### src/daq_macros.svh
`ifndef DAQ_MACROS_SVH
`define DAQ_MACROS_SVH

//////////////////////////////
// readout chain sizing
//////////////////////////////

// chips on the readout chain, one deserializer each
`define DAQ_NUM_CHIPS 4

// serial word width from the chip RAM
`define DAQ_WORD_W 16

//////////////////////////////
// serial line timing
//////////////////////////////

// system clocks per serial bit
`define DAQ_BIT_PERIOD 8
// divider count where the bit is sampled, mid period
`define DAQ_SAMPLE_PHASE 3

// merger output FIFO entries
`define DAQ_FIFO_DEPTH 8
// clocks to wait for a chip to start, and again to finish
`define DAQ_CHIP_TIMEOUT 4096

`endif

### src/daq_pkg.sv
`include "daq_macros.svh"

package daq_pkg;

  //////////////////////////////
  // data path types
  //////////////////////////////

  // one deserialized RAM word
  typedef logic [`DAQ_WORD_W-1:0] word_t;

  // chip index on the chain
  typedef logic [$clog2(`DAQ_NUM_CHIPS)-1:0] chip_id_t;

  // word tagged with its source chip, as it leaves the merger
  typedef struct packed {
    chip_id_t chip;
    word_t    data;
  } tagged_word_t;

  //////////////////////////////
  // control types
  //////////////////////////////

  // readout sequencer states
  typedef enum logic [2:0] {
    st_idle,
    st_start,
    st_wait_tx,
    st_in_tx,
    st_next
  } seq_state_t;

endpackage

### src/ram_readout.sv
`timescale 1ns/100ps
`include "daq_macros.svh"

module ram_readout
  import daq_pkg::*;
(
  input  logic  Clk,
  input  logic  reset_n,
  input  logic  dout,
  input  logic  transmit_on_n,
  input  logic  armed,
  input  logic  word_ready,
  output word_t word,
  output logic  word_valid,
  output logic  dropped
);

  localparam int W     = `DAQ_WORD_W;
  localparam int DIV_W = $clog2(`DAQ_BIT_PERIOD);
  localparam int BIT_W = $clog2(`DAQ_WORD_W);

  logic             dout_meta;
  logic             dout_sync;
  logic             tx_meta;
  logic             tx_sync;
  logic             active;
  logic             sample;
  logic             last_bit;
  logic             word_done;
  logic             load;
  logic             overrun;
  logic [DIV_W-1:0] div_cnt;
  logic [BIT_W-1:0] bit_cnt;
  word_t            shift_word;

  //////////////////////////////
  // input synchronizer
  //////////////////////////////

  // both pins are active low and idle high
  always_ff @(posedge Clk or negedge reset_n) begin
    if (!reset_n) begin
      dout_meta <= 1'b1;
      dout_sync <= 1'b1;
      tx_meta   <= 1'b1;
      tx_sync   <= 1'b1;
    end else begin
      dout_meta <= dout;
      dout_sync <= dout_meta;
      tx_meta   <= transmit_on_n;
      tx_sync   <= tx_meta;
    end
  end

  // our window, armed and chip transmitting
  assign active = armed && !tx_sync;

  //////////////////////////////
  // bit period divider
  //////////////////////////////

  // held at zero outside the window, restarts each window
  always_ff @(posedge Clk or negedge reset_n) begin
    if (!reset_n) begin
      div_cnt <= '0;
    end else if (!active || div_cnt == DIV_W'(`DAQ_BIT_PERIOD - 1)) begin
      div_cnt <= '0;
    end else begin
      div_cnt <= div_cnt + 1'b1;
    end
  end

  // mid-bit strobe
  assign sample   = active && (div_cnt == DIV_W'(`DAQ_SAMPLE_PHASE));
  assign last_bit = (bit_cnt == BIT_W'(W - 1));

  // bit position within the word
  always_ff @(posedge Clk or negedge reset_n) begin
    if (!reset_n) begin
      bit_cnt <= '0;
    end else if (!active) begin
      bit_cnt <= '0;
    end else if (sample) begin
      bit_cnt <= last_bit ? '0 : bit_cnt + 1'b1;
    end
  end

  // MSB first, line inverted back to true polarity
  always_ff @(posedge Clk) begin
    if (sample) begin
      shift_word[(W - 1) - int'(bit_cnt)] <= ~dout_sync;
    end
  end

  // word complete, shift register settled next cycle
  always_ff @(posedge Clk or negedge reset_n) begin
    if (!reset_n) begin
      word_done <= 1'b0;
    end else begin
      word_done <= sample && last_bit;
    end
  end

  //////////////////////////////
  // hold register
  //////////////////////////////

  // free slot, or the old word leaves this cycle
  assign load    = word_done && (!word_valid || word_ready);
  // chip cannot wait, new word is lost
  assign overrun = word_done && word_valid && !word_ready;

  always_ff @(posedge Clk) begin
    if (load) begin
      word <= shift_word;
    end
  end

  always_ff @(posedge Clk or negedge reset_n) begin
    if (!reset_n) begin
      word_valid <= 1'b0;
    end else if (load) begin
      word_valid <= 1'b1;
    end else if (word_ready) begin
      word_valid <= 1'b0;
    end
  end

  // sticky until reset
  always_ff @(posedge Clk or negedge reset_n) begin
    if (!reset_n) begin
      dropped <= 1'b0;
    end else if (overrun) begin
      dropped <= 1'b1;
    end
  end

  // a stalled word stays offered and unchanged
  assert property (@(posedge Clk) disable iff (!reset_n)
    word_valid && !word_ready |=> word_valid && $stable(word))
    else $error("hold word changed while stalled");

endmodule

### src/readout_sequencer.sv
`timescale 1ns/100ps
`include "daq_macros.svh"

module readout_sequencer
  import daq_pkg::*;
(
  input  logic                      Clk,
  input  logic                      reset_n,
  input  logic                      start,
  input  logic [`DAQ_NUM_CHIPS-1:0] transmit_on_n,
  output logic [`DAQ_NUM_CHIPS-1:0] start_readout,
  output logic [`DAQ_NUM_CHIPS-1:0] armed,
  output logic                      busy,
  output logic [`DAQ_NUM_CHIPS-1:0] chip_timeout
);

  localparam int N     = `DAQ_NUM_CHIPS;
  localparam int TMR_W = $clog2(`DAQ_CHIP_TIMEOUT);

  seq_state_t       state;
  chip_id_t         idx;
  logic [TMR_W-1:0] timer;
  logic [N-1:0]     tx_meta;
  logic [N-1:0]     tx_sync;
  logic [N-1:0]     idx_mask;
  logic             tx_low;
  logic             tmo_hit;
  logic             last_chip;

  //////////////////////////////
  // transmit line synchronizer
  //////////////////////////////

  // transmit lines idle high
  always_ff @(posedge Clk or negedge reset_n) begin
    if (!reset_n) begin
      tx_meta <= '1;
      tx_sync <= '1;
    end else begin
      tx_meta <= transmit_on_n;
      tx_sync <= tx_meta;
    end
  end

  // current chip decode
  assign idx_mask  = {{(N-1){1'b0}}, 1'b1} << idx;
  assign tx_low    = !tx_sync[idx];
  assign tmo_hit   = (timer == TMR_W'(`DAQ_CHIP_TIMEOUT - 1));
  assign last_chip = (idx == chip_id_t'(N - 1));
  assign busy      = (state != st_idle);

  //////////////////////////////
  // slot FSM
  //////////////////////////////

  always_ff @(posedge Clk or negedge reset_n) begin
    if (!reset_n) begin
      state         <= st_idle;
      idx           <= '0;
      timer         <= '0;
      start_readout <= '0;
      armed         <= '0;
      chip_timeout  <= '0;
    end else begin
      // start pulse lasts one cycle
      start_readout <= '0;
      case (state)
        st_idle: begin
          // start while busy never reaches here
          if (start) begin
            idx          <= '0;
            chip_timeout <= '0;
            state        <= st_start;
          end
        end
        st_start: begin
          // pulse the chip and arm its deserializer together
          start_readout <= idx_mask;
          armed         <= idx_mask;
          timer         <= '0;
          state         <= st_wait_tx;
        end
        st_wait_tx: begin
          if (tx_low) begin
            timer <= '0;
            state <= st_in_tx;
          end else if (tmo_hit) begin
            // chip never answered
            chip_timeout[idx] <= 1'b1;
            armed             <= '0;
            state             <= st_next;
          end else begin
            timer <= timer + 1'b1;
          end
        end
        st_in_tx: begin
          if (!tx_low) begin
            armed <= '0;
            state <= st_next;
          end else if (tmo_hit) begin
            // stuck transmitting
            chip_timeout[idx] <= 1'b1;
            armed             <= '0;
            state             <= st_next;
          end else begin
            timer <= timer + 1'b1;
          end
        end
        st_next: begin
          if (last_chip) begin
            state <= st_idle;
          end else begin
            idx   <= idx + 1'b1;
            state <= st_start;
          end
        end
        default: state <= st_idle;
      endcase
    end
  end

  // only the chip in its slot owns the chain
  assert property (@(posedge Clk) disable iff (!reset_n)
    armed == ((state == st_wait_tx || state == st_in_tx) ? idx_mask : '0))
    else $error("more than one chip armed or armed outside its slot");

endmodule

### src/readout_top.sv
`timescale 1ns/100ps
`include "daq_macros.svh"

module readout_top
  import daq_pkg::*;
(
  input  logic                      Clk,
  input  logic                      reset_n,
  input  logic                      start,
  input  logic [`DAQ_NUM_CHIPS-1:0] dout,
  input  logic [`DAQ_NUM_CHIPS-1:0] transmit_on_n,
  output logic [`DAQ_NUM_CHIPS-1:0] start_readout,
  output logic                      busy,
  output logic [`DAQ_NUM_CHIPS-1:0] chip_timeout,
  output logic [`DAQ_NUM_CHIPS-1:0] dropped,
  output tagged_word_t              out_word,
  output logic                      out_valid,
  input  logic                      out_ready
);

  // sequencer to deserializers
  logic [`DAQ_NUM_CHIPS-1:0] armed;

  // deserializers to merger
  word_t                     chip_word [`DAQ_NUM_CHIPS-1:0];
  logic [`DAQ_NUM_CHIPS-1:0] word_valid;
  logic [`DAQ_NUM_CHIPS-1:0] word_ready;

  //////////////////////////////
  // slot control
  //////////////////////////////

  readout_sequencer i_sequencer (
    .Clk           (Clk),
    .reset_n       (reset_n),
    .start         (start),
    .transmit_on_n (transmit_on_n),
    .start_readout (start_readout),
    .armed         (armed),
    .busy          (busy),
    .chip_timeout  (chip_timeout)
  );

  // one deserializer per chip
  for (genvar i = 0; i < `DAQ_NUM_CHIPS; i++) begin : i_chip
    ram_readout i_ram_readout (
      .Clk           (Clk),
      .reset_n       (reset_n),
      .dout          (dout[i]),
      .transmit_on_n (transmit_on_n[i]),
      .armed         (armed[i]),
      .word_ready    (word_ready[i]),
      .word          (chip_word[i]),
      .word_valid    (word_valid[i]),
      .dropped       (dropped[i])
    );
  end

  //////////////////////////////
  // tag and buffer
  //////////////////////////////

  word_merger i_merger (
    .Clk        (Clk),
    .reset_n    (reset_n),
    .word       (chip_word),
    .word_valid (word_valid),
    .word_ready (word_ready),
    .out_word   (out_word),
    .out_valid  (out_valid),
    .out_ready  (out_ready)
  );

endmodule

### src/word_merger.sv
`timescale 1ns/100ps
`include "daq_macros.svh"

module word_merger
  import daq_pkg::*;
(
  input  logic                      Clk,
  input  logic                      reset_n,
  input  word_t                     word [`DAQ_NUM_CHIPS-1:0],
  input  logic [`DAQ_NUM_CHIPS-1:0] word_valid,
  output logic [`DAQ_NUM_CHIPS-1:0] word_ready,
  output tagged_word_t              out_word,
  output logic                      out_valid,
  input  logic                      out_ready
);

  localparam int N     = `DAQ_NUM_CHIPS;
  localparam int DEPTH = `DAQ_FIFO_DEPTH;
  localparam int PTR_W = $clog2(DEPTH);
  localparam int CNT_W = $clog2(DEPTH + 1);

  chip_id_t         rr_ptr;
  chip_id_t         gnt_idx;
  logic             gnt_found;
  logic             wr_en;
  logic             rd_en;
  logic             fifo_full;
  logic             fifo_empty;
  logic [PTR_W-1:0] wr_ptr;
  logic [PTR_W-1:0] rd_ptr;
  logic [CNT_W-1:0] fifo_cnt;
  tagged_word_t     wr_entry;
  tagged_word_t     fifo_mem [DEPTH];

  //////////////////////////////
  // round robin arbiter
  //////////////////////////////

  // search starts one past the last winner
  always_comb begin
    chip_id_t cand;
    gnt_found = 1'b0;
    gnt_idx   = rr_ptr;
    for (int k = 0; k < N; k++) begin
      cand = chip_id_t'((int'(rr_ptr) + k) % N);
      if (!gnt_found && word_valid[cand]) begin
        gnt_found = 1'b1;
        gnt_idx   = cand;
      end
    end
  end

  // one transfer per cycle and only with room in the FIFO
  assign wr_en = gnt_found && !fifo_full;

  always_comb begin
    word_ready = '0;
    if (wr_en) begin
      word_ready[gnt_idx] = 1'b1;
    end
  end

  // advance priority past the winner
  always_ff @(posedge Clk or negedge reset_n) begin
    if (!reset_n) begin
      rr_ptr <= '0;
    end else if (wr_en) begin
      rr_ptr <= (gnt_idx == chip_id_t'(N - 1)) ? '0 : gnt_idx + 1'b1;
    end
  end

  // tag with the source chip
  assign wr_entry.chip = gnt_idx;
  assign wr_entry.data = word[gnt_idx];

  //////////////////////////////
  // output FIFO
  //////////////////////////////

  assign fifo_full  = (fifo_cnt == CNT_W'(DEPTH));
  assign fifo_empty = (fifo_cnt == '0);
  assign rd_en      = out_valid && out_ready;

  always_ff @(posedge Clk) begin
    if (wr_en) begin
      fifo_mem[wr_ptr] <= wr_entry;
    end
  end

  // circular pointers and fill count
  always_ff @(posedge Clk or negedge reset_n) begin
    if (!reset_n) begin
      wr_ptr   <= '0;
      rd_ptr   <= '0;
      fifo_cnt <= '0;
    end else begin
      if (wr_en) begin
        wr_ptr <= (wr_ptr == PTR_W'(DEPTH - 1)) ? '0 : wr_ptr + 1'b1;
      end
      if (rd_en) begin
        rd_ptr <= (rd_ptr == PTR_W'(DEPTH - 1)) ? '0 : rd_ptr + 1'b1;
      end
      case ({wr_en, rd_en})
        2'b10:   fifo_cnt <= fifo_cnt + 1'b1;
        2'b01:   fifo_cnt <= fifo_cnt - 1'b1;
        default: fifo_cnt <= fifo_cnt;
      endcase
    end
  end

  // head of FIFO is the output stream
  assign out_word  = fifo_mem[rd_ptr];
  assign out_valid = !fifo_empty;

  // write into a full FIFO or read from an empty one leaves the count range
  assert property (@(posedge Clk) disable iff (!reset_n)
    fifo_cnt <= CNT_W'(DEPTH))
    else $error("FIFO written when full or read when empty");

  // pointer distance tracks the fill count
  assert property (@(posedge Clk) disable iff (!reset_n)
    (int'(wr_ptr) - int'(rd_ptr) + DEPTH) % DEPTH == int'(fifo_cnt) % DEPTH)
    else $error("FIFO pointers disagree with fill count");

endmodule
### config.mk
export PLATFORM = sky130hd
export DESIGN_NAME = readout_top
export DESIGN_NICKNAME = d
export VERILOG_FILES = /design/src/daq_pkg.sv /design/src/ram_readout.sv /design/src/readout_sequencer.sv /design/src/readout_top.sv /design/src/word_merger.sv
export VERILOG_INCLUDE_DIRS = /design/src /design/src/src
export SDC_FILE = /design/constraint.sdc
export NUM_CORES = 1
export LEC_CHECK = 0
export BUFFER_PORTS_ARGS = -buffer_cell sky130_fd_sc_hd__buf_2
export CAP_MARGIN = 5
export CORE_UTILIZATION = 41
export CTS_BUF_LIST = sky130_fd_sc_hd__clkbuf_8
export DETAILED_ROUTE_END_ITERATION = 10
export SLEW_MARGIN = 20
export SYNTH_ARGS = -nofsm -noshare
export SYNTH_HDL_FRONTEND = slang
export SYNTH_HIERARCHICAL = 1
export SYNTH_SLANG_ARGS = --single-unit
### constraint.sdc
create_clock -name Clk -period 4.46 [get_ports Clk]
set_input_delay 0.223 -clock Clk [delete_from_list [all_inputs] [get_ports Clk]]
set_output_delay 0.223 -clock Clk [all_outputs]
set_load 0.005 [all_outputs]
======== Yosys cells after proc, flatten, opt, wreduce, memory -nomap -nowiden ========
Memory sizes are Yosys's and may differ from the RTL's.
Index checks and enable logic that the tools add are counted.
storage, ports and cells
  flip-flop bits (word level) ............. 233
  memory bits (writable) .................. 144
  input port bits ......................... 12
  output and inout port bits .............. 32
  word-level logic and storage cells ...... 301
  memories ................................ 1
operators by class
  $add $sub $neg .......................... 22
  order comparisons ....................... 16
  equality and inequality tests ........... 32
  shift-type cells ........................ 1
  mux-type cells .......................... 89
  bitwise logic cells ..................... 5
  reduce and logical (&&, ||, !) cells .... 79
memories
  memory             depth  width  read ports  clocked after Yosys merged registers in  wr ports  RTL line           RTL
  i_merger.fifo_mem  8      18     1           0                                        1         word_merger.sv:33  tagged_word_t fifo_mem [DEPTH];
operators with widths
  cell                                                                 count
  greater-or-equal comparator 32 x 1 -> 1 bit (second input constant)  4
  < comparator 32 x 6 -> 1 bit (second input constant)                 4
  two-way mux 4 bit                                                    21
  bitwise mux 16 bit                                                   4
  two-way mux 12 bit                                                   3
  case mux 12 bit (3 select lines)                                     1
  logical AND 1 bit                                                    35
  binary-select mux 16 bit (select 2 bit)                              1
  two-way mux 3 bit                                                    10
  two-way mux 1 bit                                                    26
  case mux 4 bit (3 select lines)                                      2
  equality test 3 bit (second input constant)                          7
  logical NOT 1 bit                                                    21
  adder 4 x 1 -> 4 bit (second input constant)                         5
  equality test 4 bit (second input constant)                          5
  subtractor 4 x 4 -> 5 bit (first input constant)                     4
  adder 3 x 1 -> 3 bit (second input constant)                         6
  equality test 3 x 2 -> 1 bit (second input constant)                 6
  < comparator 2 x 3 -> 1 bit (second input constant)                  6
  demux 1 bit (select 4 bit)                                           4
  two-way mux 16 bit                                                   1
  case mux 3 bit (5 select lines)                                      1
  inequality test 2 bit (second input constant)                        7
  adder 12 x 1 -> 12 bit (second input constant)                       1
  other kinds (25)                                                     59

======== Logic depth before layout (Yosys ltp) ========
  word-level depth ........................ 20
  gate-level depth with buffers ........... 11
  depth with buffers taken out ............ 11

======== Hierarchy ========
The synthesis kept the hierarchy.
by module, submodules not included
  module                                     times used  cells an instance  area each (µm²)  sequential area each (µm²)
  word_merger                                1           392                6,712.7          4,624.4
  ram_readout (i_chip[0].i_ram_readout ...)  3           105                1,671.6          1,316.3
  readout_sequencer                          1           169                1,828.0          935.9
  ram_readout (i_chip[3].i_ram_readout)      1           106                1,679.1          1,316.3

======== Worst setup path after synthesis ========
No wires, ideal clock.
  path type ............................... reg2reg
  from .................................... reg i_chip[1].i_ram_readout.word_valid
  to ...................................... mem i_merger/fifo_mem[4][0] (netlist bit) (enable)
  setup time .............................. 0.446 ns
  data arrival time ....................... 2.983 ns
  required time ........................... 4.014 ns
  path slack .............................. 1.031 ns
  stages on the path, launching flop included .. 6
  buffers on the path ..................... 1
  clock period less this slack ............ 3.429 ns
  cell sequence ........................... dfrtp_1 > nor4_1 > a21oi_2 > inv_1 > clkbuf_1 > nor4b_1
on the way
  longest elaborated chain between the ends .. 15
  elaborated cells between the ends (all ways) .. 21
  classes of those cells .................. mux (14); reduce/logical (7)
RTL lines
  element                                      RTL line            RTL
  start, declared                              ram_readout.sv:14   output logic word_valid,
  start signal, assigned                       ram_readout.sv:121  word_valid <= 1'b0;
  start signal, assigned                       ram_readout.sv:123  word_valid <= 1'b1;
  start signal, assigned                       ram_readout.sv:125  word_valid <= 1'b0;
  binary-select mux 1 bit (select 2 bit)       word_merger.sv:46   if (!gnt_found && word_valid[cand]) begin
  two-way mux 1 bit (implied by the code)      word_merger.sv:46
  two-way mux 1 bit                            word_merger.sv:46
  logical NOT 1 bit                            word_merger.sv:46
  logical AND 1 bit                            word_merger.sv:46
  two-way mux 1 bit                            word_merger.sv:46
  logical NOT 1 bit                            word_merger.sv:46
  logical AND 1 bit                            word_merger.sv:46
  two-way mux 1 bit                            word_merger.sv:46
  logical NOT 1 bit                            word_merger.sv:46
  logical AND 1 bit                            word_merger.sv:46
  two-way mux 1 bit (*)                        word_merger.sv:46
  logical AND 1 bit (*)                        word_merger.sv:54   assign wr_en = gnt_found && !fifo_full;
  two-way mux 1 bit (*)                        word_merger.sv:85   if (wr_en) begin
  two-way mux 1 bit (implied by the code) (*)  word_merger.sv:86   fifo_mem[wr_ptr] <= wr_entry;
  end, declared                                word_merger.sv:33
Every way passes the cells marked *; elsewhere a longest branch is shown, timed or not. The select of a mux whose other input is x is not followed.

======== Final worst setup path ========
  from .................................... reg i_chip[2].i_ram_readout.word_valid
  to ...................................... reg i_chip[1].i_ram_readout.word[4] (enable)
on the way
  longest elaborated chain between the ends .. 19
  elaborated cells between the ends (all ways) .. 30
  classes of those cells .................. order compare (2); mux (18); reduce/logical (10)
RTL lines
  element                                  RTL line            RTL
  start, declared                          ram_readout.sv:14
  start signal, assigned                   ram_readout.sv:121
  start signal, assigned                   ram_readout.sv:123
  start signal, assigned                   ram_readout.sv:125
  binary-select mux 1 bit (select 2 bit)   word_merger.sv:46
  two-way mux 1 bit (implied by the code)  word_merger.sv:46
  two-way mux 1 bit                        word_merger.sv:46
  logical NOT 1 bit                        word_merger.sv:46
  logical AND 1 bit                        word_merger.sv:46
  two-way mux 1 bit                        word_merger.sv:46
  logical NOT 1 bit                        word_merger.sv:46
  logical AND 1 bit                        word_merger.sv:46
  (+5 left out)                            n/a
  logical AND 1 bit (implied by the code)  word_merger.sv:59   word_ready[gnt_idx] = 1'b1;
  two-way mux 1 bit (implied by the code)  word_merger.sv:59
  demux 1 bit (select 2 bit)               n/a
  two-way mux 4 bit (*)                    word_merger.sv:58   if (wr_en) begin
  named net word_ready[1]                  readout_top.sv:27   logic [`DAQ_NUM_CHIPS-1:0] word_ready;
  logical OR 1 bit (*)                     ram_readout.sv:109  assign load = word_done && (!word_valid || word_ready);
  logical AND 1 bit (*)                    ram_readout.sv:109
  named net i_chip[1].i_ram_readout.load   ram_readout.sv:30   logic load;
  end signal, assigned                     ram_readout.sv:115  word <= shift_word;
  end, declared                            ram_readout.sv:13   output word_t word,
Mark *: on every way through the listed nets, which the timed path passes. The rest lies on a longest branch. The select of a mux whose other input is x is not followed.
A chain may end at the register's enable or synchronous reset.

==> flow_summary.json <==
{
  "die-height_um": 194.8,
  "synth_cell_type_count": 61,
  "holdCritStartpoint": "out_ready",
  "gp_congestion": 0.9406,
  "grt_pass1_vias": 8284,
  "finalCritPeriodShare_pct": 67.80,
  "cts_hold_buf": 10,
  "slew_headroom_pct": 29.94,
  "post-route-util_pct": 47.15,
  "holdWs_ns": 0.03576,
  "firstDrtPassIters": 4,
  "io_buffers": 43,
  "rr_endpoint": "i_chip[1].i_ram_readout/word[4]",
  "placed_cell_area_um2": 15950,
  "crit_path_end_kind": "flip-flop",
  "post-place-ws_ns": 1.454,
  "grt_max_degree": 68,
  "dr_total_vias": 8105,
  "hp-class": "in2reg",
  "antenna_found_initial": 0,
  "diodes": 0,
  "hold_viol_final": 0,
  "synth-main-ff-cell": "edfxtp_1",
  "cts.sinks": 377,
  "setup_ws_ns": 1.436,
  "drt_iter0_markers": 694,
  "vdd_drop_max_mv": 0.2618,
  "rsz0062_at_grt": "false",
  "ant_nets": 0,
  "fmax_ghz": 0.3307,
  "htreeDepth": 2,
  "status": "finished clean",
  "synth_top_area_share_pct": 53.61,
  "yosysMostFrequentCell": "edfxtp_1",
  "setup_violations": 0,
  "tightest_slew_ns": 1.047,
  "wl_per_cell_um": 18.20,
  "async_flop_share_pct": 27.85,
  "stdcell_count": 1591,
  "path_clk_slew_ns": 0.06,
  "cts_buffers": 60,
  "syn_nets": 1039,
  "synth_area_leader_cell": "edfxtp_1",
  "final_cell_area_um2": 17260,
  "r2r_cells": 9,
  "finClkSkew_ns": 0.02906,
  "grt_use_met3_pct": 2.898,
  "hpwl_um": 18090,
  "syn_to_final_growth_pct": 13.30,
  "drc": 0,
  "grt.total_usage_pct": 15.56,
  "synth_edf_count": 272,
  "syn_area_per_cell_um2": 15.51,
  "io_pins": 44,
  "cp-startpoint": "i_chip[2].i_ram_readout/word_valid",
  "cts-resized-gates": 0,
  "synth_area_leaders": "edfxtp_1 (54%), dfrtp_1 (13%), mux4_2 (5.5%), dfstp_2 (4.1%), ha_1 (3.6%)",
  "fin_total_pwr_mw": 8.191,
  "period_minus_slack_ns": 3.024,
  "cap_violations": 0,
  "placement_rows": 70,
  "ff2ff_setup_slack_ns": 1.44,
  "gr-total-overflow": 0,
  "cts-root-buf": "clkbuf_8",
  "met1_usage_pct": 20.31,
  "cts_buffer_depth": 3,
  "cp-start-kind": "flip-flop",
  "ys_seq_area_share_pct": 71.06,
  "rr_startpoint": "i_chip[2].i_ram_readout/word_valid",
  "post_cts.repair.setup_buffers": 0,
  "die-area_um2": 37930,
  "yosys_warnings": 6,
  "final_max_slew_viol_count": 0,
  "gr-usage-met2_pct": 26.06,
  "core_area_um2": 36610,
  "finalSetupTns_ns": 0,
  "crit_end": "i_chip[1].i_ram_readout/word[4]",
  "synthesis.area_um2": 15230,
  "critPathRequiredTime_ns": 4.67,
  "grt_first_pass_wirelength_um": 45540,
  "drive_gt1_share_pct": 20.75,
  "vias_per_cell": 5.094,
  "critPathMaxFanout": 43,
  "arrival_ns": 3.24,
  "synth-seq-cells": 377,
  "p_leak_nw": 6.322,
  "finalNetCount": 1129,
  "die_x_um": 194.8,
  "ys_top_cells_by_count": "edfxtp_1 (272), nand2_1 (98), dfrtp_1 (81), nor2_1 (72), ha_1 (44)",
  "dp_cells": 1468,
  "grt-busiest-layer": "met2",
  "critical_path_class": "reg2reg",
  "initial_utilization_pct": 41.61,
  "p_per_area_nw_per_um2": 474.5,
  "synthCells": 982,
  "wl_um": 28950,
  "clk_latency_ns": 0.61,
  "cts_tree": "built"
}
==> cell usage in the layout (no fill, tap or decap), drive strengths merged, types with 17 or more instances in the layout <==
cell type    n
buf         56
dfstp       24
clkbuf      65
mux2        19
inv         64
a21oi       31
ha          44
dfrtp       81
a32oi       17
edfxtp     272
nor3        34
mux4        37
nor2        72
nand2       98
==> cells by family (layout without fill, tap and decap cells) <==
logic type / Yosys count / after routing / synth area share (%)
flops: 377 / 377 / 71.06
simple gates: 286 / 286 / 8.886
compound gates: 121 / 121 / 5.577
buf+inv: 77 / 218 / 2.497
mux: 67 / 67 / 7.597
fa+ha+maj: 45 / 45 / 3.745
xor+xnor: 9 / 9 / 0.6406
==> final cells by class <==
cell class | instances | area (µm²)
fillers | 3222 | 19350
clock inverters | 48 | 309.0
flip-flops and latches | 377 | 10830
multi-input cells | 528 | 4070
well taps | 468 | 585.6
repair buffers | 66 | 419.2
clock buffers | 65 | 894.6
inverters | 39 | 151.4
==> power breakdown <==
part	leakage, nW	switching [mW]	internal (mW)
clock network	0.710	1.31	1.58
registers	3.77	0.229	3.84
logic	1.85	0.571	0.668
==> worst max-delay path, stage by stage, from the launching register on <==
cell and delay, ns:
dfrtp_1 0.44, nor2b_1 0.18, a2111oi_2 0.37, nor2b_2 0.07, buf_4 0.27, clkinv_4 0.24, ha_1 0.17, and2_1 0.10
nand2b_1 0.17, and2_1 0.60
==> worst min-delay path by stage <==
stage	to	depth (start not counted)	slack, ns
CTS	i_merger/rd_ptr[1]	4	0.01
detailed placement	i_chip[1].i_ram_readout/dout_meta	1	0.33
global route	i_merger/rd_ptr[0]	3	0.08
finish	i_merger/rd_ptr[1]	4	0.04
global placement	i_chip[0].i_ram_readout/dout_meta	1	0.33
floorplan	i_chip[0].i_ram_readout/bit_cnt[0]	0	-0.07
==> sequential cells by signal (all words and copies together) (netlist names) <==
signal / count
i_merger/fifo_mem: 144
i_chip.i_ram_readout/shift_word: 64
i_chip.i_ram_readout/word: 64
i_chip.i_ram_readout/bit_cnt: 16
i_chip.i_ram_readout/div_cnt: 12
i_sequencer/timer: 12
i_chip.i_ram_readout/dout_meta: 4
i_chip.i_ram_readout/dout_sync: 4
i_chip.i_ram_readout/dropped: 4
i_chip.i_ram_readout/tx_meta: 4
i_chip.i_ram_readout/tx_sync: 4
i_chip.i_ram_readout/word_done: 4
i_chip.i_ram_readout/word_valid: 4
i_merger/fifo_cnt: 4
i_sequencer/armed: 4
i_sequencer/chip_timeout: 4
i_sequencer/start_readout: 4
i_sequencer/tx_meta: 4
i_sequencer/tx_sync: 4
i_merger/rd_ptr: 3
i_merger/wr_ptr: 3
i_sequencer/state: 3
i_merger/rr_ptr: 2
i_sequencer/idx: 2
==> metal layers <==
layer	wire [µm]	up-vias
met3	1042	35
met4	567	0
li1	-	3878
met2	14320	130
met5	0	-
met1	13020	4062
Power figures use the tool's default switching activity.
